File: src/design/sram_test_pkg.sv
// Shared widths, macro count and depths for the SRAM test harness
// Request, result and scan word types

package sram_test_pkg;

   // Macro population
   localparam int NUM_MACROS = 4;
   localparam int SEL_W      = 2;

   // Data path widths
   localparam int ADDR_W  = 11;
   localparam int DATA_W  = 32;
   localparam int WMASK_W = 4;
   localparam int BYTE_W  = DATA_W / WMASK_W;

   // Scan word
   localparam int SCAN_W = 64;

   // Words per macro, index is the select value
   localparam int MACRO_DEPTH [NUM_MACROS] = '{256, 512, 1024, 2048};

   // Request view of the scan word, MSB first
   typedef struct packed {
      logic                spare;
      logic [SEL_W-1:0]    sel;
      // Port 0, read-write
      logic                csb0;
      logic                web0;
      logic [WMASK_W-1:0]  wmask0;
      logic [ADDR_W-1:0]   addr0;
      logic [DATA_W-1:0]   din0;
      // Port 1, read only
      logic                csb1;
      logic [ADDR_W-1:0]   addr1;
   } sram_req_t;

   // Result view, both read ports side by side
   typedef struct packed {
      logic [DATA_W-1:0] dout0;
      logic [DATA_W-1:0] dout1;
   } sram_res_t;

   // Same 64 bits, request going in and result coming out
   typedef union packed {
      sram_req_t req;
      sram_res_t res;
   } scan_word_u;

endpackage
File: src/design/scan_chain.sv
// Scan word register of the SRAM test harness
// Serial shift, parallel load and result capture into one 64-bit word

`timescale 1ns/1ps

module scan_chain (
   input  logic                    clk_i,
   input  logic                    resetn_i,

   // Serial access, bit 0 in and bit 63 out
   input  logic                    scan_en_i,
   input  logic                    scan_i,
   output logic                    scan_o,

   // Parallel access
   input  logic                    load_en_i,
   input  sram_test_pkg::scan_word_u load_data_i,

   // Result from the access controller
   input  logic                    capture_i,
   input  sram_test_pkg::sram_res_t  result_i,

   output sram_test_pkg::scan_word_u word_o
);

   sram_test_pkg::scan_word_u word_q;

   // Capture beats load, load beats shift
   always_ff @(posedge clk_i) begin
      if (!resetn_i) begin
         word_q <= '0;
      end else if (capture_i) begin
         word_q.res <= result_i;
      end else if (load_en_i) begin
         word_q <= load_data_i;
      end else if (scan_en_i) begin
         word_q <= {word_q[sram_test_pkg::SCAN_W-2:0], scan_i};
      end
   end

   // MSB leaves first
   assign scan_o = word_q[sram_test_pkg::SCAN_W-1];

   // Same word steers the controller and holds its result
   assign word_o = word_q;

   // Host drives only one of the two load paths in a cycle
   a_shift_load_excl : assert property (
      @(posedge clk_i) disable iff (!resetn_i)
      !(scan_en_i && load_en_i)
   ) else $error("scan_en_i and load_en_i high in the same cycle");

endmodule

File: config.mk
export PLATFORM = sky130hd
export DESIGN_NAME = scan_chain
export DESIGN_NICKNAME = d
export VERILOG_FILES = /design/src/design/sram_test_pkg.sv /design/src/design/scan_chain.sv
export SDC_FILE = /design/constraint.sdc
export NUM_CORES = 1
export LEC_CHECK = 0
export ABC_AREA = 1
export BUFFER_PORTS_ARGS = -buffer_cell sky130_fd_sc_hd__buf_2
export CAP_MARGIN = 40
export CORE_MARGIN = 5
export CORE_UTILIZATION = 52
export CTS_BUF_LIST = sky130_fd_sc_hd__clkbuf_16
export DETAILED_ROUTE_END_ITERATION = 10
export GPL_ROUTABILITY_DRIVEN = 0
export PLACE_DENSITY = 0.86
export SYNTH_ARGS = -nofsm -noshare
export SYNTH_HDL_FRONTEND = slang
export SYNTH_SLANG_ARGS = --single-unit
export TNS_END_PERCENT = 30
File: constraint.sdc
create_clock -name clk_i -period 2.3 [get_ports clk_i]
set_input_delay 0.23 -clock clk_i [delete_from_list [all_inputs] [get_ports clk_i]]
set_output_delay 0.23 -clock clk_i [all_outputs]
set_load 0.01 [all_outputs]
Yosys cells after proc, flatten, opt, wreduce, memory -nomap -nowiden
Cells that the tools add are included.
{"block": "word_totals", "output_inout_bits": 65, "romBits": 0, "word_cells": 5, "reg_bits": 64, "memories": 0, "latch_bits": 0, "in_bits": 134, "mem_bits_rw": 0}
{"block": "classes", "n_mux": 3, "eq_ne": 0, "div": 0, "n_reduce_logical": 1, "multipliers": 0, "shift": 0, "n_addsub": 0, "bitwise_logic": 0, "magnitude_cmp": 0}
{"operator": "64-bit two-way mux", "n": 3}
{"operator": "3-bit nonzero test", "n": 1}

Longest topological paths before layout
{"block": "depth", "depth_word": 3, "ltp_mapped": 6, "ltp_nobuf": 4}

Worst setup path after synthesis
No wires, ideal clock.
{"block": "synth_timing", "path_kind": "in2reg", "start": "input load_en_i", "end": "register word_q (netlist bit word_o[3])", "arrival_time_ns": 0.808, "t_required_ns": 2.180, "setup_ns": 0.120, "setup_slack_ns": 1.373, "stages": 6, "path_buffers": 2, "path_cell_list": "nor2_2 -> buf_6 -> buf_2 -> nand3_1 -> nand2_1 -> a21oi_1"}
{"block": "synth_via", "elab_chain_cells": 2, "elab_cells_between_ends": 3, "classes_between": "mux: 2; reduce/logical: 1"}
{"element": "from (decl)", "line_no": "scan_chain.sv:16", "rtl": "input logic load_en_i,"}
{"element": "64-bit two-way mux", "line_no": "scan_chain.sv:34", "rtl": "end else if (load_en_i) begin"}
{"element": "64-bit two-way mux", "line_no": "scan_chain.sv:32", "rtl": "end else if (capture_i) begin"}
{"element": "to (signal assigned)", "line_no": "scan_chain.sv:35", "rtl": "word_q <= load_data_i;"}
{"element": "to (signal assigned)", "line_no": "scan_chain.sv:37", "rtl": "word_q <= {word_q[sram_test_pkg::SCAN_W-2:0], scan_i};"}
{"element": "to (decl)", "line_no": "scan_chain.sv:26", "rtl": "sram_test_pkg::scan_word_u word_q;"}
Parallel ways exist; a longest one is shown, timed or not.
A chain may end at the register's enable or synchronous reset.

Worst setup path after layout
{"block": "layout_timing", "start": "input load_en_i", "end": "register word_q (netlist bit word_o[22])"}
The elaborated chain is that of the path after synthesis.

==> flow_metrics.tcl <==
set metrics [dict create \
    numCtsBuffers 9 \
    drive_gt1_frac 0.225 \
    via_per_inst 4.85 \
    drtAntennaViolNets 0 \
    syn_area_per_cell_sq_um 5.51 \
    r2r_start "word_o[50]" \
    core_area_sq_um 8680 \
    grt_usage 0.233 \
    whs_ns 0.239 \
    syn-num-nets 969 \
    grt_max_degree 70 \
    r2r_end "word_o[51]" \
    multi_input_area_sq_um 2250 \
    hpwl_mm 9.00 \
    root_buffer "clkbuf_16" \
    endpoint "word_o[22]" \
    wl_per_cell_microns 11.9 \
    cp.arrival_ns 1.30 \
    clock_skew_ns 0.00924 \
    finalMaxSlewViolations 0 \
    worstHoldPathCells 5 \
    ir_drop_mv 0.379 \
    largest_register_ffs 64 \
    cts-resized-gates 0 \
    synth_warnings 0 \
    finalCoreUtilization 0.668 \
    insertion_delay_ns 0.32 \
    start_kind "primary input" \
    n_fill_cell 817 \
    routed_wirelength_mm 13.1 \
    path_class "primary input to flip-flop" \
    grt_pass1_vias 4969 \
    seqCellArea_sq_um 1280 \
    cap_violations 0 \
    finalCritPeriodShare 0.477 \
    area_growth_pct 26.0 \
    layout_common_cells "nand2_1 (256), buf_2 (198), inv_1 (195)" \
    route.detailed.drc 0 \
    synth-seq-cells 64 \
    hold_violations 0 \
    die_h_microns 104 \
    fin_nets 1126 \
    ys_types 13 \
    reg2regPathDepth 4 \
    setup_tns_ns 0 \
    synth_area_leaders "dfxtp_1 (28%), nand2_1 (21%), inv_1 (16%), a21oi_1 (14%), nand3_1 (14%)" \
    antenna_found_initial 1 \
    clk_pin_slew_ns 0.06 \
    numPortBuffers 198 \
    max-clock-path-buffers 2 \
    max_freq_ghz 0.911 \
    critPathRequiredTime_ns 2.50 \
    cts_sinks 64 \
    ios 199 \
    relSlewSlack 0.533 \
    worst_pin_slew_ns 0.700 \
    timing.final.setup_violations 0 \
    cts.htree.levels 3 \
    initial_core_util 0.530 \
    holdBufCountCts 0 \
    ys_seq_area_frac 0.278 \
    power_uw 3350 \
    p_leak_uw 0.00367 \
    drt-initial-drc-count 231 \
    hold_start "result_i[12]" \
    syn_area_sq_um 4600 \
    via_count 5367 \
    drt_pass1_iterations 5 \
    tritoncts "built" \
    grt_pass1_wl_mm 21.8 \
    outcome "finished, final reports clean" \
    end_kind "flip-flop" \
    gr-total-overflow 0 \
    powerDensity_nw_per_um2 578 \
    die-area_sq_um 10800 \
    cp_max_fo 69 \
    final_common_cell "nand2_1" \
    grt_setup_unrepaired "no" \
    rrSetupSlack_ns 1.54 \
    fin_crit_ns 1.10 \
    post_cts_buffers 0 \
    yosysTopAreaCell "dfxtp_1" \
    die_w_microns 104 \
    synth_top_area_share 0.278 \
    syn_inst 835 \
    hold_path_class "primary input to flip-flop" \
    rows 34 \
    worstSetupStartpoint "load_en_i" \
]
## synth_stat cells
cell type / n
nand2_1: 256
inv_1: 194
a21oi_1: 128
nand3_1: 128
dfxtp_1: 64
buf_2: 46
buf_4: 6
clkbuf_1: 6
buf_6: 3
buf_1: 1
clkbuf_2: 1
inv_2: 1
nor2_2: 1
## power breakdown
part           switching (uW)  internal (uW)  leakage (uW)
sequential               45.0           1200      0.000532
clock                     469            819      0.000147
combinational             487            327       0.00299
total                    1000           2350       0.00367
## worst min-delay path by stage
stage	end	slack [ns]
4_1_cts	word_o[55]	0.23
2_1_floorplan	word_o[0]	0.46
3_5_place_dp	word_o[16]	0.55
3_3_place_gp	word_o[16]	0.55
5_1_grt	word_o[23]	0.24
6_report	word_o[12]	0.24
## critical path: stages
cell     delay [ns]
buf_2          0.13
nor2_4         0.11
buf_4          0.53
nand3_1        0.15
nand2_1        0.11
a21oi_1        0.04
## per-layer routing
layer / track usage / up-vias / wire length, microns
li1: - / 2832 / -
met3: 0.0403 / 26 / 961
met4: 0.109 / 0 / 409
met2: 0.395 / 207 / 6360
met5: 0 / - / 0
met1: 0.284 / 2302 / 5410
## logic make-up (layout without fill, tap and decap cells)
logic type / after synthesis / count (layout) / synth area share
and+or+nand+nor: 385 / 385 / 0.349
other: 0 / 1 / 0
DFF: 64 / 64 / 0.278
AOI/OAI and AO/OA: 128 / 128 / 0.139
buffers and inverters: 258 / 420 / 0.233
## final cells by class
cell class	instances	area share
antenna	1	0.000432
clock buffer	9	0.0388
clock inverter	7	0.00950
inverter	195	0.127
multi-input combinational	513	0.389
sequential	64	0.221
tap	108	0.0233
timing repair buffer	209	0.192
## metrics by stage
step,std cells,cell area [sq um],worst slack [ns]
final,1106,5800,1.20
after global placement,1089,5520,0.883
after global routing,1106,5800,1.07
after CTS,1105,5800,1.21
after detailed placement,1089,5520,0.872
after floorplan,835,4600,1.37
Note: power is estimated with default switching activity, not from simulation.
