===== src/design/sram_test_pkg.sv =====
// Shared widths, macro count and depths for the SRAM test harness
// Request, result and scan word types

package sram_test_pkg;

   // Macro population
   localparam int NUM_MACROS = 4;
   localparam int SEL_W      = 2;

   // Data path widths
   localparam int ADDR_W  = 11;
   localparam int DATA_W  = 32;
   localparam int WMASK_W = 4;
   localparam int BYTE_W  = DATA_W / WMASK_W;

   // Scan word
   localparam int SCAN_W = 64;

   // Words per macro, index is the select value
   localparam int MACRO_DEPTH [NUM_MACROS] = '{256, 512, 1024, 2048};

   // Request view of the scan word, MSB first
   typedef struct packed {
      logic                spare;
      logic [SEL_W-1:0]    sel;
      // Port 0, read-write
      logic                csb0;
      logic                web0;
      logic [WMASK_W-1:0]  wmask0;
      logic [ADDR_W-1:0]   addr0;
      logic [DATA_W-1:0]   din0;
      // Port 1, read only
      logic                csb1;
      logic [ADDR_W-1:0]   addr1;
   } sram_req_t;

   // Result view, both read ports side by side
   typedef struct packed {
      logic [DATA_W-1:0] dout0;
      logic [DATA_W-1:0] dout1;
   } sram_res_t;

   // Same 64 bits, request going in and result coming out
   typedef union packed {
      sram_req_t req;
      sram_res_t res;
   } scan_word_u;

endpackage

===== src/design/sram_access_ctrl.sv =====
// Access sequencer for the SRAM test harness
// Latches one request, drives the macro ports and captures the read data

`timescale 1ns/1ps

module sram_access_ctrl (
   input  logic                                        clk_i,
   input  logic                                        resetn_i,

   // Request side
   input  logic                                        sram_load_i,
   input  sram_test_pkg::scan_word_u                   req_i,
   output logic                                        busy_o,

   // Macro ports, chip selects one bit per macro
   output logic [sram_test_pkg::NUM_MACROS-1:0]        csb0_o,
   output logic [sram_test_pkg::NUM_MACROS-1:0]        csb1_o,
   output logic                                        web0_o,
   output logic [sram_test_pkg::WMASK_W-1:0]           wmask0_o,
   output logic [sram_test_pkg::ADDR_W-1:0]            addr0_o,
   output logic [sram_test_pkg::DATA_W-1:0]            din0_o,
   output logic [sram_test_pkg::ADDR_W-1:0]            addr1_o,

   // Read data from every macro
   input  logic [sram_test_pkg::NUM_MACROS-1:0][sram_test_pkg::DATA_W-1:0] dout0_i,
   input  logic [sram_test_pkg::NUM_MACROS-1:0][sram_test_pkg::DATA_W-1:0] dout1_i,

   // Result back to the scan chain
   output logic                                        capture_o,
   output sram_test_pkg::sram_res_t                    result_o
);

   // Idle, then three busy cycles
   typedef enum logic [1:0] {
      ST_IDLE    = 2'd0,
      ST_ACCESS  = 2'd1,
      ST_READ    = 2'd2,
      ST_CAPTURE = 2'd3
   } state_t;

   state_t                                   state_q;
   sram_test_pkg::sram_req_t                 req_q;
   sram_test_pkg::sram_res_t                 result_q;
   logic [sram_test_pkg::NUM_MACROS-1:0]     sel_onehot;
   logic [sram_test_pkg::NUM_MACROS-1:0]     csb0_q;
   logic [sram_test_pkg::NUM_MACROS-1:0]     csb1_q;
   logic                                     start;
   logic                                     rd0_en;

   assign start = sram_load_i && (state_q == ST_IDLE);

   // Select field to one-hot
   always_comb begin
      sel_onehot = '0;
      sel_onehot[req_i.req.sel] = 1'b1;
   end

   always_ff @(posedge clk_i) begin
      if (!resetn_i) begin
         state_q <= ST_IDLE;
         csb0_q  <= '1;
         csb1_q  <= '1;
      end else begin
         case (state_q)
            ST_IDLE: begin
               if (sram_load_i) begin
                  state_q <= ST_ACCESS;
                  // Low only on the selected macro and enabled port
                  csb0_q  <= req_i.req.csb0 ? '1 : ~sel_onehot;
                  csb1_q  <= req_i.req.csb1 ? '1 : ~sel_onehot;
               end
            end
            ST_ACCESS: begin
               // Macro samples at the end of this cycle
               state_q <= ST_READ;
               csb0_q  <= '1;
               csb1_q  <= '1;
            end
            ST_READ:    state_q <= ST_CAPTURE;
            default:    state_q <= ST_IDLE;
         endcase
      end
   end

   // Port 0 returns data only on a read
   assign rd0_en = !req_q.csb0 && req_q.web0;

   always_ff @(posedge clk_i) begin
      if (start) begin
         req_q <= req_i.req;
      end
      if (state_q == ST_READ) begin
         result_q.dout0 <= rd0_en ? dout0_i[req_q.sel] : '0;
         result_q.dout1 <= !req_q.csb1 ? dout1_i[req_q.sel] : '0;
      end
   end

   // Shared fields, qualified by the chip selects
   assign web0_o   = req_q.web0;
   assign wmask0_o = req_q.wmask0;
   assign addr0_o  = req_q.addr0;
   assign din0_o   = req_q.din0;
   assign addr1_o  = req_q.addr1;
   assign csb0_o   = csb0_q;
   assign csb1_o   = csb1_q;

   assign busy_o    = (state_q != ST_IDLE);
   assign capture_o = (state_q == ST_CAPTURE);
   assign result_o  = result_q;

   a_no_load_busy : assert property (
      @(posedge clk_i) disable iff (!resetn_i)
      sram_load_i |-> !busy_o
   ) else $error("sram_load_i while an access is in flight, pulse dropped");

   a_csb0_onehot : assert property (
      @(posedge clk_i) disable iff (!resetn_i)
      $onehot0(~csb0_o)
   ) else $error("more than one macro selected on port 0");

   // Word holds the result three cycles after the pulse
   a_capture_latency : assert property (
      @(posedge clk_i) disable iff (!resetn_i)
      start |-> ##3 capture_o
   ) else $error("capture did not follow an accepted load by three cycles");

endmodule


===== config.mk =====
export PLATFORM = sky130hd
export DESIGN_NAME = sram_access_ctrl
export DESIGN_NICKNAME = d
export VERILOG_FILES = /design/src/design/sram_test_pkg.sv /design/src/design/sram_access_ctrl.sv
export SDC_FILE = /design/constraint.sdc
export NUM_CORES = 1
export LEC_CHECK = 0
export BUFFER_PORTS_ARGS = -buffer_cell sky130_fd_sc_hd__buf_2
export CAP_MARGIN = 0
export CELL_PAD_IN_SITES_DETAIL_PLACEMENT = 0
export CELL_PAD_IN_SITES_GLOBAL_PLACEMENT = 1
export CORE_AREA = 2 2 177 179
export CTS_BUF_LIST = sky130_fd_sc_hd__clkbuf_16
export DETAILED_ROUTE_END_ITERATION = 16
export DIE_AREA = 0 0 179 181
export PLACE_DENSITY_LB_ADDON = 0.1
export SKIP_LAST_GASP = 1
export SLEW_MARGIN = 0
export SYNTH_ARGS = -nofsm -noshare
export SYNTH_HDL_FRONTEND = slang
export SYNTH_SLANG_ARGS = --single-unit

===== constraint.sdc =====
create_clock -name clk_i -period 3.5 [get_ports clk_i]
set_input_delay 0.175 -clock clk_i [delete_from_list [all_inputs] [get_ports clk_i]]
set_output_delay 0.175 -clock clk_i [all_outputs]
set_load 0.01 [all_outputs]

# After elaboration in Yosys (flattened, before gate mapping)

Cells that the tools add are included.
Widths: inputs -> output; s select.

Magnitude comparators: 3
Eq/ne operators: 4
Muxes and demuxes: 14
Bitwise operators: 1
Reduce and logical (&&, ||, !) cells: 8

Operators with widths:

| operator           | number |
|---|---|
| $bmux 32 s2        | 2 |
| $mux 32            | 2 |
| $mux 4             | 4 |
| $pmux 4 s2         | 2 |
| $lt 2x3->1 const B | 2 |
| $pmux 2 s3         | 1 |
| $eq 2x2->1 const B | 2 |
| $not 4->4          | 1 |
| $reduce_bool 2->1  | 2 |
| $logic_and 1x1->1  | 3 |
| $demux 1 s2        | 1 |
| $eq 2x1->1 const B | 1 |
| $ge 2x1->1 const B | 1 |
| $logic_not 2->1    | 1 |
| $mux 2             | 1 |
| $ne 2x2->1 const B | 1 |
| $reduce_and 2->1   | 1 |
| $logic_not 1->1    | 1 |
| $mux 1             | 1 |

Flip-flop bits (word level): 137
Input port bits: 323
Output and inout port bits: 133
Word-level logic and storage cells: 43

# Longest topological paths before layout

Gate-level depths: netlist of run 1.

Depth in word-level cells: 8
Depth in mapped cells: 6

# Worst setup path before layout of run 1

Ideal clock, no wire load.

Kind: reg-to-reg
Start: register state_q[0]
End: register req_q, in the netlist addr0_o[0], enable pin
Arrival time: 2108 ps
Data required time: 3073 ps
Setup slack: 964 ps
Stages on the path, launching flop included: 4
Clock period less this slack: 2536 ps
Cell sequence: dfxtp_1 > inv_1 > ha_1 > and2_1

Word-level cells in the longest chain between the ends: 2

RTL lines:

| element                  | line                   | text |
|---|---|---|
| start: declaration       | sram_access_ctrl.sv:41 | `state_t state_q;` |
| start signal: assignment | sram_access_ctrl.sv:60 | `state_q <= ST_IDLE;` |
| start signal: assignment | sram_access_ctrl.sv:67 | `state_q <= ST_ACCESS;` |
| start signal: assignment | sram_access_ctrl.sv:75 | `state_q <= ST_READ;` |
| $logic_not 2->1          | sram_access_ctrl.sv:50 | `assign start = sram_load_i && (state_q == ST_IDLE);` |
| $logic_and 1x1->1        | sram_access_ctrl.sv:50 |  |
| via start                | sram_access_ctrl.sv:47 | `logic start;` |
| end signal: assignment   | sram_access_ctrl.sv:90 | `req_q <= req_i.req;` |
| end: declaration         | sram_access_ctrl.sv:42 | `sram_test_pkg::sram_req_t req_q;` |

The timed path passes the listed nets, and every way through them passes these cells.
A chain may end at the register's enable or synchronous reset.

# Final worst setup path of run 1

Start: register state_q[0]
End: register req_q, in the netlist din0_o[6], enable pin

Same word-level chain as after synthesis.

==> results.json, run 1 <==
{
  "synth_seq_cells": 137,
  "start_util_pct": 22.2,
  "p_leak_nw": 4.26,
  "whs_path_depth": 1,
  "cts-root-buf": "clkbuf_16",
  "rrSetupSlack_ns": 1.34,
  "yosys_warnings": 0,
  "cp_max_fo": 51,
  "crit_chain": "inv_1 -> ha_1 -> and2_2 -> buf_4",
  "synth_top_area_share_pct": 56.7,
  "post-place-ws_ns": 1.31,
  "avgSynthCellArea_sq_um": 17.1,
  "cp.arrival_ns": 2.21,
  "grt_pass1_wl_um": 31900,
  "ir_drop_uv": 300,
  "slew_violations": 0,
  "dp_hpwl_um": 17400,
  "gr-total-overflow": 0,
  "hold_viol": 0,
  "tns_ns": 0,
  "cts_made_buffers": 17,
  "antenna_found_initial": 1,
  "clk_pin_slew_worst_paths_ns": 0.07,
  "fillers": 3067,
  "die_w_um": 179,
  "max_stage_delay_ns": 0.59,
  "min_from": "req_i[11]",
  "p_per_area_nw_per_um2": 486,
  "synth_cell_types": 23,
  "clock_skew_ns": 0.00929,
  "via_per_inst": 4.08,
  "stdcell_count": 1263,
  "num-nets-final": 1181,
  "rsz0062_at_grt": "no",
  "grt_pass1_vias": 5667,
  "cts_tree": "built",
  "switching_share_pct": 27.5,
  "cp.required_ns": 3.55,
  "dieArea_sq_um": 32400,
  "drcViolationCount": 0,
  "layout-drive-gt1-share_pct": 64.4,
  "cts_max_level": 4,
  "cts_sinks": 137,
  "core-area_sq_um": 30300,
  "synth_nets": 721,
  "area_growth_syn_to_layout_pct": 51.0,
  "io_pins": 456,
  "r2r_end": "din0_o[6]",
  "max_slew.worst_pin.slew_ns": 1.12,
  "synth_top_cell_by_area": "edfxtp_1",
  "via_count": 5159,
  "port_buffers": 454,
  "worst-r2r-cell-count": 4,
  "ant_nets": 0,
  "fmax_mhz": 462,
  "min_to": "req_q[11]",
  "hold_class": "primary input to flop",
  "synthCells": 393,
  "grt_max_degree": 66,
  "setup_viol_count_final": 0,
  "syn_area_sq_um": 6730,
  "clock_path_buffers": 2,
  "post-route-cell-area_sq_um": 10200,
  "ys_seq_area_share_pct": 59.6,
  "power_frac_comb_pct": 21.5,
  "slew_headroom_pct": 25.7,
  "drt_wl_total_um": 22000,
  "place_inst": 1170,
  "maxCapViolations": 0,
  "crit_slowest_cell": "buf_4",
  "switchingPower_mw": 1.36,
  "clockPowerShare_pct": 36.1,
  "period_needed_ns": 2.16,
  "power.internal_mw": 3.58,
  "crit-reg2reg-launch": "state_q[0]",
  "wl_per_cell_um": 17.4,
  "outcome": "complete, no violations",
  "drt_first_pass_iters": 4,
  "post-route-period-util_pct": 61.8,
  "end_kind": "flop",
  "fin_ws_ns": 1.34,
  "critical_path_class": "flop to flop",
  "gp_congestion": 0.803,
  "dpl_cell_area_sq_um": 8980,
  "fp-row-count": 64,
  "drt_iter0_drc": 221,
  "clock_latency_ns": 0.42,
  "sequentialPowerShare_pct": 42.3,
  "grt_usage_pct": 13.2,
  "yosys-top-cells-area": "edfxtp_1 57%, mux4_2 21%, buf_4 6.5%",
  "die_h_um": 181,
  "start_kind": "flop"
}
-- state kept, by name, summed over array words and instances, names as in the netlist --
name / cells
addr0_o: 11
state_q: 2
csb0_o: 4
result_o: 64
din0_o: 32
addr1_o: 11
req_q: 4
csb1_o: 4
web0_o: 1
wmask0_o: 4
-- power by group through the flow --
stage	sequential (mW)	combinational [mW]	clock [mW]
floorplan	2.16	0.637	0
global placement	2.12	1.03	0
detailed placement	2.13	1.04	0
CTS	2.10	1.10	1.85
global route	2.11	1.17	1.92
finish	2.09	1.06	1.79
-- placed cells by master (no fill, tap or decap) --
cell type and count:
a21boi_0 2, and2_2 1, buf_2 454, buf_4 6, bufinv_16 1, clkbuf_16 17, clkinv_4 1, clkinv_8 1
clkinvlp_4 4, dfxtp_1 10, diode_2 1, dlygate4sd3_1 60, edfxtp_1 127, ha_1 4, ha_4 1, inv_1 4
inv_6 4, inv_8 3, mux2_2 1, mux2i_1 1, mux4_2 64, nand2_1 3, nand2b_1 3, nor2_1 11
nor2b_1 64, nor4_1 6, o211ai_1 1, o21ai_0 9, or3_1 1, or4_1 2
-- synth_stat cells --
cell / count
nor2_1: 11
buf_6: 7
nand2b_1: 3
or3_1: 1
and2_1: 1
dfxtp_1: 10
mux2i_1: 1
nor2b_1: 64
o211ai_1: 1
edfxtp_1: 127
inv_1: 3
ha_1: 5
a21boi_0: 2
clkbuf_2: 1
nor4_1: 6
mux2_2: 1
o21ai_0: 9
mux4_2: 64
buf_4: 58
or4_1: 2
nand2_1: 3
clkbuf_1: 6
buf_2: 7
-- cell families (layout without fill, tap and decap cells) --
logic type	Yosys count	count (layout)	synth area share, %
DFF	137	137	59.6
and+or+nand+nor	91	91	7.97
buffers and inverters	82	555	8.74
muxes	66	66	21.7
AOI/OAI and AO/OA	12	12	1.00
adders and majority gates	5	5	0.929
other	0	1	0
-- layout make-up --
type / count / area, sq um / share of cell area [%]
Sequential cell: 137 / 4010 / 39.5
Clock buffer: 17 / 425 / 4.18
Inverter: 3 / 11.3 / 0.111
Timing Repair Buffer: 520 / 2920 / 28.7
Multi-Input combinational cell: 174 / 2140 / 21.1
Tap cell: 396 / 495 / 4.87
Clock inverter: 15 / 158 / 1.55
Antenna cell: 1 / 2.50 / 0.0246
-- through the flow --
step	util [%]	power (mW)	hold WS (ns)
final	33.5	4.94	0.0148
after global routing	33.5	5.20	0.0152
after CTS	33.5	5.05	0.00185
after detailed placement	29.6	3.17	0.353
after global placement	29.6	3.15	0.352
after floorplan	-	2.80	0.251
-- metal layers --
metal  vias to the layer above  share of wire [%]  track usage [%]
met1                      2477                 35             13.4
met3                        19                9.2             4.04
met4                         0                1.7             4.49
met2                       267                 54             25.1
li1                       2396                  -                -
met5                         -                  0                0
-- timing repair --
item,in CTS,in global routing
setup buffers,0,0
endpoints found under the setup margin,0,0
hold buffers,60,0
resized for setup,0,0
hold endpoints to repair,60,0
-- worst max-delay path, delay by kind of cell (launching register included) --
family / cells / cell delay, ns
adders and majority gates: 1 / 0.23
DFF: 1 / 0.34
and+or+nand+nor: 1 / 0.41
buffers and inverters: 2 / 0.75
-- how the worst max path moves through the flow --
stage                             to  depth (start not counted)       start
after detailed placement   din0_o[3]                          4  state_q[0]
final                      din0_o[6]                          4  state_q[0]
after CTS                  din0_o[6]                          4  state_q[0]
after floorplan           addr0_o[0]                          3  state_q[0]
after global placement    addr1_o[4]                          4  state_q[0]
after global routing       din0_o[7]                          4  state_q[0]
Power figures use the tool's default switching activity.
==> run 2, diff against run 1 <==
--- a/config.mk
+++ b/config.mk
@@ -5,14 +5,15 @@
 export SDC_FILE = /design/constraint.sdc
 export NUM_CORES = 1
 export LEC_CHECK = 0
+export ABC_AREA = 1
 export BUFFER_PORTS_ARGS = -buffer_cell sky130_fd_sc_hd__buf_2
 export CAP_MARGIN = 0
 export CELL_PAD_IN_SITES_DETAIL_PLACEMENT = 0
 export CELL_PAD_IN_SITES_GLOBAL_PLACEMENT = 1
-export CORE_AREA = 2 2 177 179
+export CORE_AREA = 2 2 175 177
 export CTS_BUF_LIST = sky130_fd_sc_hd__clkbuf_16
 export DETAILED_ROUTE_END_ITERATION = 16
-export DIE_AREA = 0 0 179 181
+export DIE_AREA = 0 0 177 179
 export PLACE_DENSITY_LB_ADDON = 0.1
 export SKIP_LAST_GASP = 1
 export SLEW_MARGIN = 0
==> constraint.sdc (replaced) <==
create_clock -name clk_i -period 2.2 [get_ports clk_i]
set_input_delay 0.11 -clock clk_i [delete_from_list [all_inputs] [get_ports clk_i]]
set_output_delay 0.11 -clock clk_i [all_outputs]
set_load 0.01 [all_outputs]
==> run 2 against run 1 <==
Compared with the run above:
- area after synthesis increased by 17%
- design area increased by 13%
- critical endpoint is now result_o[32]
- sequential power increased by 86%
- via count increased by 49%
- utilization increased by 4.6 points
- largest cell class unchanged
- synthesized cell count increased to 2.6 times the previous value
- largest power group unchanged
==> results.json, run 2 <==
{
  "outcome": "complete, no violations",
  "drt_first_pass_iters": 4,
  "clock_latency_ns": 0.42,
  "die_h_um": 179,
  "setup_viol_count_final": 0,
  "end_kind": "flop",
  "p_leak_nw": 6.19,
  "slew_violations": 0,
  "period_needed_ns": 1.63,
  "clock_skew_ns": 0.00589,
  "clockPowerShare_pct": 28.9,
  "synth_fa_ha_area_share_pct": 0.795,
  "dieArea_sq_um": 31700,
  "synth_top_area_share_pct": 48.5,
  "io_pins": 456,
  "drt_wl_total_um": 29100,
  "cts-root-buf": "clkbuf_16",
  "via_count": 7669,
  "max_slew.worst_pin.slew_ns": 0.497,
  "synthCells": 1008,
  "post-route-cell-area_sq_um": 11400,
  "postCtsSetupBuffers": 0,
  "muxShareOfSynthArea_pct": 0,
  "cp.arrival_ns": 1.78,
  "crit_chain": "inv_4 -> buf_4 -> nand2_1 -> nand3_1 -> a21oi_1",
  "grt_max_degree": 87,
  "grt_usage_pct": 17.8,
  "synth_top_family_by_area": "simple AND/OR/NAND/NOR gates",
  "rsz0062_at_grt": "no",
  "core-area_sq_um": 30000,
  "clk_pin_slew_worst_paths_ns": 0.06,
  "critical_path.n_buffers_inverters": 2,
  "grt_pass1_vias": 7633,
  "yosysMostFrequentCell": "inv_1",
  "fin_util_pct": 38.1,
  "ys_seq_area_share_pct": 51.0,
  "layout_common_cells": "454 x buf_2, 268 x inv_1, 268 x nand2_1",
  "power.internal_mw": 6.68,
  "switchingPower_mw": 3.67,
  "switching_share_pct": 35.5,
  "synth_xor_area_share_pct": 0,
  "synth_edf_count": 127,
  "avgSynthCellArea_sq_um": 7.81,
  "cts_max_level": 4,
  "synth_compound_area_share_pct": 4.93,
  "drcViolationCount": 0,
  "drt_iter0_drc": 418,
  "wl_per_cell_um": 15.6,
  "area_growth_syn_to_layout_pct": 45.4,
  "synth_seq_cells": 137,
  "ys.flop_type": "edfxtp_1",
  "synth_cell_types": 15,
  "fmax_mhz": 613,
  "power_frac_comb_pct": 33.6,
  "crit_slowest_cell": "edfxtp_1",
  "cp.required_ns": 2.35,
  "seqCellArea_sq_um": 4010,
  "yosys-top-cells-area": "edfxtp_1 48%, inv_1 13%, nand2_1 13%",
  "gr-total-overflow": 0,
  "cts_tree": "built",
  "async_flop_share_pct": 0,
  "maxCapViolations": 0,
  "cts_made_buffers": 17,
  "cts_sinks": 137,
  "yosys.area_share.simple_pct": 22.0,
  "synth_top_cell_by_area": "edfxtp_1",
  "port_buffers": 454,
  "slew_headroom_pct": 66.8,
  "final_common_cell": "buf_2",
  "hold_class": "primary input to flop",
  "tns_ns": 0,
  "antenna_found_initial": 8,
  "fillers": 3307,
  "sequentialPowerShare_pct": 37.5,
  "gp_congestion": 0.782,
  "cp_max_fo": 42,
  "multi_input_area_sq_um": 2190,
  "largest_register_ffs": 64,
  "ys_top_cells_by_count": "269 x inv_1, 268 x nand2_1, 144 x nand3_1",
  "syn_area_sq_um": 7870,
  "fin_ws_ns": 0.567,
  "ant_nets": 0,
  "start_util_pct": 26.2,
  "ir_drop_uv": 528,
  "clock_path_buffers": 2,
  "critical_path_class": "flop to flop",
  "layout-drive-gt1-share_pct": 34.2,
  "start_kind": "flop",
  "synth_nets": 1336,
  "grt_pass1_wl_um": 42600,
  "fp-row-count": 64,
  "dpl_cell_area_sq_um": 10200,
  "post-place-ws_ns": 0.570,
  "p_per_area_nw_per_um2": 906,
  "cts-resized-gates": 0,
  "die_w_um": 177,
  "num-nets-final": 1779,
  "max_stage_delay_ns": 0.51,
  "yosys_warnings": 0,
  "hold_viol": 0,
  "dp_hpwl_um": 20400,
  "post-route-period-util_pct": 74.2,
  "critPathTopFamily": "buffers and inverters",
  "via_per_inst": 4.11
}
## run 2: final timing paths
| check | startpoint | endpoint | slack (ns) | cells past startpoint |
|---|---|---|---|---|
| setup / recovery | req_q[61] | result_o[32] | 0.57 | 5 |
| hold / removal | sram_load_i | state_q[0] | 0.03 | 4 |
| setup reg to reg | req_q[61] | result_o[32] | 0.57 | 5 |
| hold reg to reg | csb1_o[2] | csb1_o[2] | 0.50 | 2 |
## run 2: cells by family after synthesis
kind of cell | after synthesis
flip-flops | 137
AO/OA/AOI/OAI | 77
adder cells (fa/ha/maj) | 5
AND/OR/NAND/NOR | 413
buffers and inverters | 376
## run 2: worst min-delay path: stages
cell	delay, ns
buf_2	0.11
inv_1	0.05
nand2_1	0.08
a21oi_1	0.06
## run 2: area by class of cell
| class | count | area share (%) |
|---|---|---|
| tap | 396 | 4.33 |
| sequential | 137 | 35.1 |
| clock buffer | 17 | 3.72 |
| clock inverter | 15 | 1.43 |
| multi-input combinational | 495 | 19.2 |
| antenna | 5 | 0.109 |
| inverter | 270 | 8.91 |
| timing repair buffer | 530 | 27.2 |
## run 2: routing by layer
layer | GRT usage [%] | vias up | share of wire (%)
li1 | - | 3910 | -
met1 | 20.6 | 3450 | 40
met2 | 31.3 | 276 | 50
met3 | 5.15 | 31 | 7.8
met4 | 6.27 | 2 | 1.9
met5 | 0 | - | 0.031
## run 2: timing repair
| item | in CTS | in global routing |
|---|---|---|
| hold buffers | 64 | 0 |
| setup endpoints to repair | 0 | 0 |
| hold endpoints to repair | 71 | 0 |
## run 2: through the flow
step,cells,hold slack (ns),total power [mW]
2_1_floorplan,1008,0.209,6.04
3_3_place_gp,1764,0.287,7.40
3_5_place_dp,1764,0.288,7.41
4_1_cts,1860,0.00934,10.6
5_1_grt,1865,0.0617,11.0
6_report,1865,0.0343,10.4
## run 2: power groups by stage
| stage | Combinational, mW | Clock, mW | Sequential (mW) |
|---|---|---|---|
| 4_1_cts | 3.58 | 3.11 | 3.89 |
| 3_5_place_dp | 3.48 | 0 | 3.94 |
| 2_1_floorplan | 1.92 | 0 | 4.12 |
| 3_3_place_gp | 3.48 | 0 | 3.92 |
| 6_report | 3.48 | 2.99 | 3.88 |
| 5_1_grt | 3.90 | 3.19 | 3.95 |
==> run 3, diff against run 2 <==
--- a/config.mk
+++ b/config.mk
@@ -10,10 +10,10 @@
 export CAP_MARGIN = 0
 export CELL_PAD_IN_SITES_DETAIL_PLACEMENT = 0
 export CELL_PAD_IN_SITES_GLOBAL_PLACEMENT = 1
-export CORE_AREA = 2 2 175 177
+export CORE_AREA = 2 2 179 181
 export CTS_BUF_LIST = sky130_fd_sc_hd__clkbuf_16
 export DETAILED_ROUTE_END_ITERATION = 16
-export DIE_AREA = 0 0 177 179
+export DIE_AREA = 0 0 181 183
 export PLACE_DENSITY_LB_ADDON = 0.1
 export SKIP_LAST_GASP = 1
 export SLEW_MARGIN = 0
==> constraint.sdc (replaced) <==
create_clock -name clk_i -period 1.4 [get_ports clk_i]
set_input_delay 0.07 -clock clk_i [delete_from_list [all_inputs] [get_ports clk_i]]
set_output_delay 0.07 -clock clk_i [all_outputs]
set_load 0.01 [all_outputs]
==> run 3 against run 2 <==
Compared with the run above:
- the run now ends with negative setup slack left
- sequential cell count unchanged
- via count increased by 3.2%
- total power increased by 73%
- maximum frequency increased by 14%
- cell count up 2.7%
- die area rose by 4.5%
- utilization increased by 1.6 points
- worst hold slack improved by 0.047 ns
- design area is 8.5% higher
- non-clock buffer count increased by 46
==> results.json, run 3 (synthesized netlist as in run 2, its figures left out) <==
{
  "cp.required_ns": 1.56,
  "max_slew.worst_pin.slew_ns": 0.408,
  "grt_usage_pct": 17.7,
  "drcViolationCount": 0,
  "die_h_um": 183,
  "io_pins": 456,
  "hold_class": "primary input to flop",
  "setup_viol_count_final": 18,
  "cts_tree": "built",
  "cts-root-buf": "clkbuf_16",
  "max_stage_delay_ns": 0.50,
  "final_common_cell": "buf_2",
  "largest_register_ffs": 64,
  "start_kind": "flop",
  "grt_max_degree": 65,
  "rsz0062_at_grt": "yes",
  "cts_max_level": 4,
  "drt_first_pass_iters": 5,
  "power_frac_comb_pct": 38.0,
  "cp_max_fo": 8,
  "post-route-period-util_pct": 103,
  "antenna_found_initial": 9,
  "p_leak_nw": 6.62,
  "num-nets-final": 1825,
  "crit_chain": "clkinv_4 -> clkbuf_16 -> clkbuf_16 -> nand2_1 -> nand3_2 -> a21oi_1",
  "fmax_mhz": 696,
  "crit_slowest_cell": "edfxtp_1",
  "switchingPower_mw": 6.27,
  "core-area_sq_um": 31200,
  "cpMostUsedCell": "clkbuf_16",
  "clock_skew_ns": 0.0108,
  "drt_wl_total_um": 31600,
  "area_growth_syn_to_layout_pct": 57.8,
  "clockPowerShare_pct": 27.9,
  "cts_made_buffers": 17,
  "layout-drive-gt1-share_pct": 39.9,
  "layout_common_cells": "454 x buf_2, 265 x inv_1, 243 x nand2_1",
  "slew_violations": 0,
  "p_per_area_nw_per_um2": 1440,
  "fin_total_pwr_mw": 17.9,
  "fp-row-count": 65,
  "ant_nets": 0,
  "cts_sinks": 137,
  "gr-total-overflow": 0,
  "critical_path_class": "flop to flop",
  "drt_iter0_drc": 312,
  "dp_hpwl_um": 22100,
  "switching_share_pct": 35.1,
  "clock_path_buffers": 2,
  "clk_pin_slew_worst_paths_ns": 0.07,
  "sequentialPowerShare_pct": 34.1,
  "clock_latency_ns": 0.42,
  "cp.arrival_ns": 1.60,
  "tns_ns": -0.168,
  "ir_drop_uv": 690,
  "violations": "negative setup slack",
  "end_kind": "flop",
  "wl_per_cell_um": 16.5,
  "port_buffers": 454,
  "grt_pass1_wl_um": 45100,
  "period_needed_ns": 1.44,
  "fin_ws_ns": -0.0369,
  "dieArea_sq_um": 33100,
  "slew_headroom_pct": 72.8,
  "maxCapViolations": 0,
  "grt_pass1_vias": 8112,
  "power.internal_mw": 11.6,
  "die_w_um": 181,
  "gp_congestion": 0.824,
  "hold_viol": 0,
  "via_per_inst": 4.13,
  "fillers": 3349,
  "outcome": "finished, violations left",
  "start_util_pct": 25.2,
  "via_count": 7913
}
run 3: cell count changes in the layout (fill, tap and decap cells not counted), moves of 10 or more:
cell       before  now
a21oi_1        66   53
a21oi_2         0   13
buf_12          9   19
buf_4           3   22
clkbuf_16      17   28
nand2_1       268  243
nand2_2         0   22
nand3_1       144  131
nand3_2         0   12
run 3: metal layers:
| layer | wire, um | track usage, % | vias to the layer above | share of wire (%) |
|---|---|---|---|---|
| met5 | 61 | 0 | - | 0.19 |
| met4 | 600 | 5.72 | 10 | 1.9 |
| met3 | 2190 | 4.94 | 42 | 6.9 |
| met2 | 15400 | 31.5 | 285 | 49 |
| met1 | 13400 | 20.6 | 3572 | 42 |
| li1 | - | - | 4004 | - |
run 3: power groups by stage:
stage	logic (mW)	registers, mW	clock network, mW
6_report	6.79	6.09	4.99
5_1_grt	7.44	6.19	5.27
4_1_cts	6.11	6.09	5.12
3_5_place_dp	5.94	6.17	0
3_3_place_gp	5.96	6.15	0
2_1_floorplan	3.06	6.48	0
run 3: through the flow:
stage	worst slack [ns]	hold slack, ns	util (%)	cell area (sq um)	cells
after CTS	-0.0335	0.0664	37.7	11800	1893
after detailed placement	-0.0206	0.248	33.6	10500	1796
final	-0.0369	0.0813	39.7	12400	1916
after global routing	-0.0978	0.0861	39.7	12400	1915
after global placement	0.0137	0.247	33.6	10500	1796
after floorplan	-0.511	0.169	-	7890	1008
run 3: final timing paths:
path | from | cells past startpoint | slack (ns) | endpoint
setup reg to reg | req_q[61] | 6 | -0.04 | result_o[39]
hold reg to reg | csb1_o[3] | 2 | 0.50 | csb1_o[3]
setup / recovery | req_q[61] | 6 | -0.04 | result_o[39]
hold / removal | dout1_i[74] | 5 | 0.08 | result_o[10]
run 3: area by class of cell:
type,instances,area [sq um],share of cell area (%)
flip-flops and latches,137,4020,32.4
clock buffers,17,425,3.43
repair buffers,576,3820,30.8
multi-input cells,495,2400,19.4
diodes,4,10.0,0.0806
well taps,402,503,4.05
clock inverters,15,205,1.65
inverters,270,1020,8.26
run 3: critical path, delay by kind of cell (launching register included):
kind	cells	cell delay, ns
flip-flops	1	0.50
buffers and inverters	3	0.47
AND/OR/NAND/NOR	2	0.13
AO/OA/AOI/OAI	1	0.06
run 3: timing repair:
item	in CTS	in global routing
setup buffers	0	3
pin swaps	0	27
hold endpoints to repair	73	0
gates cloned	0	16
hold buffers	65	0
gates resized for setup	0	64
endpoints found under the setup margin	23	111
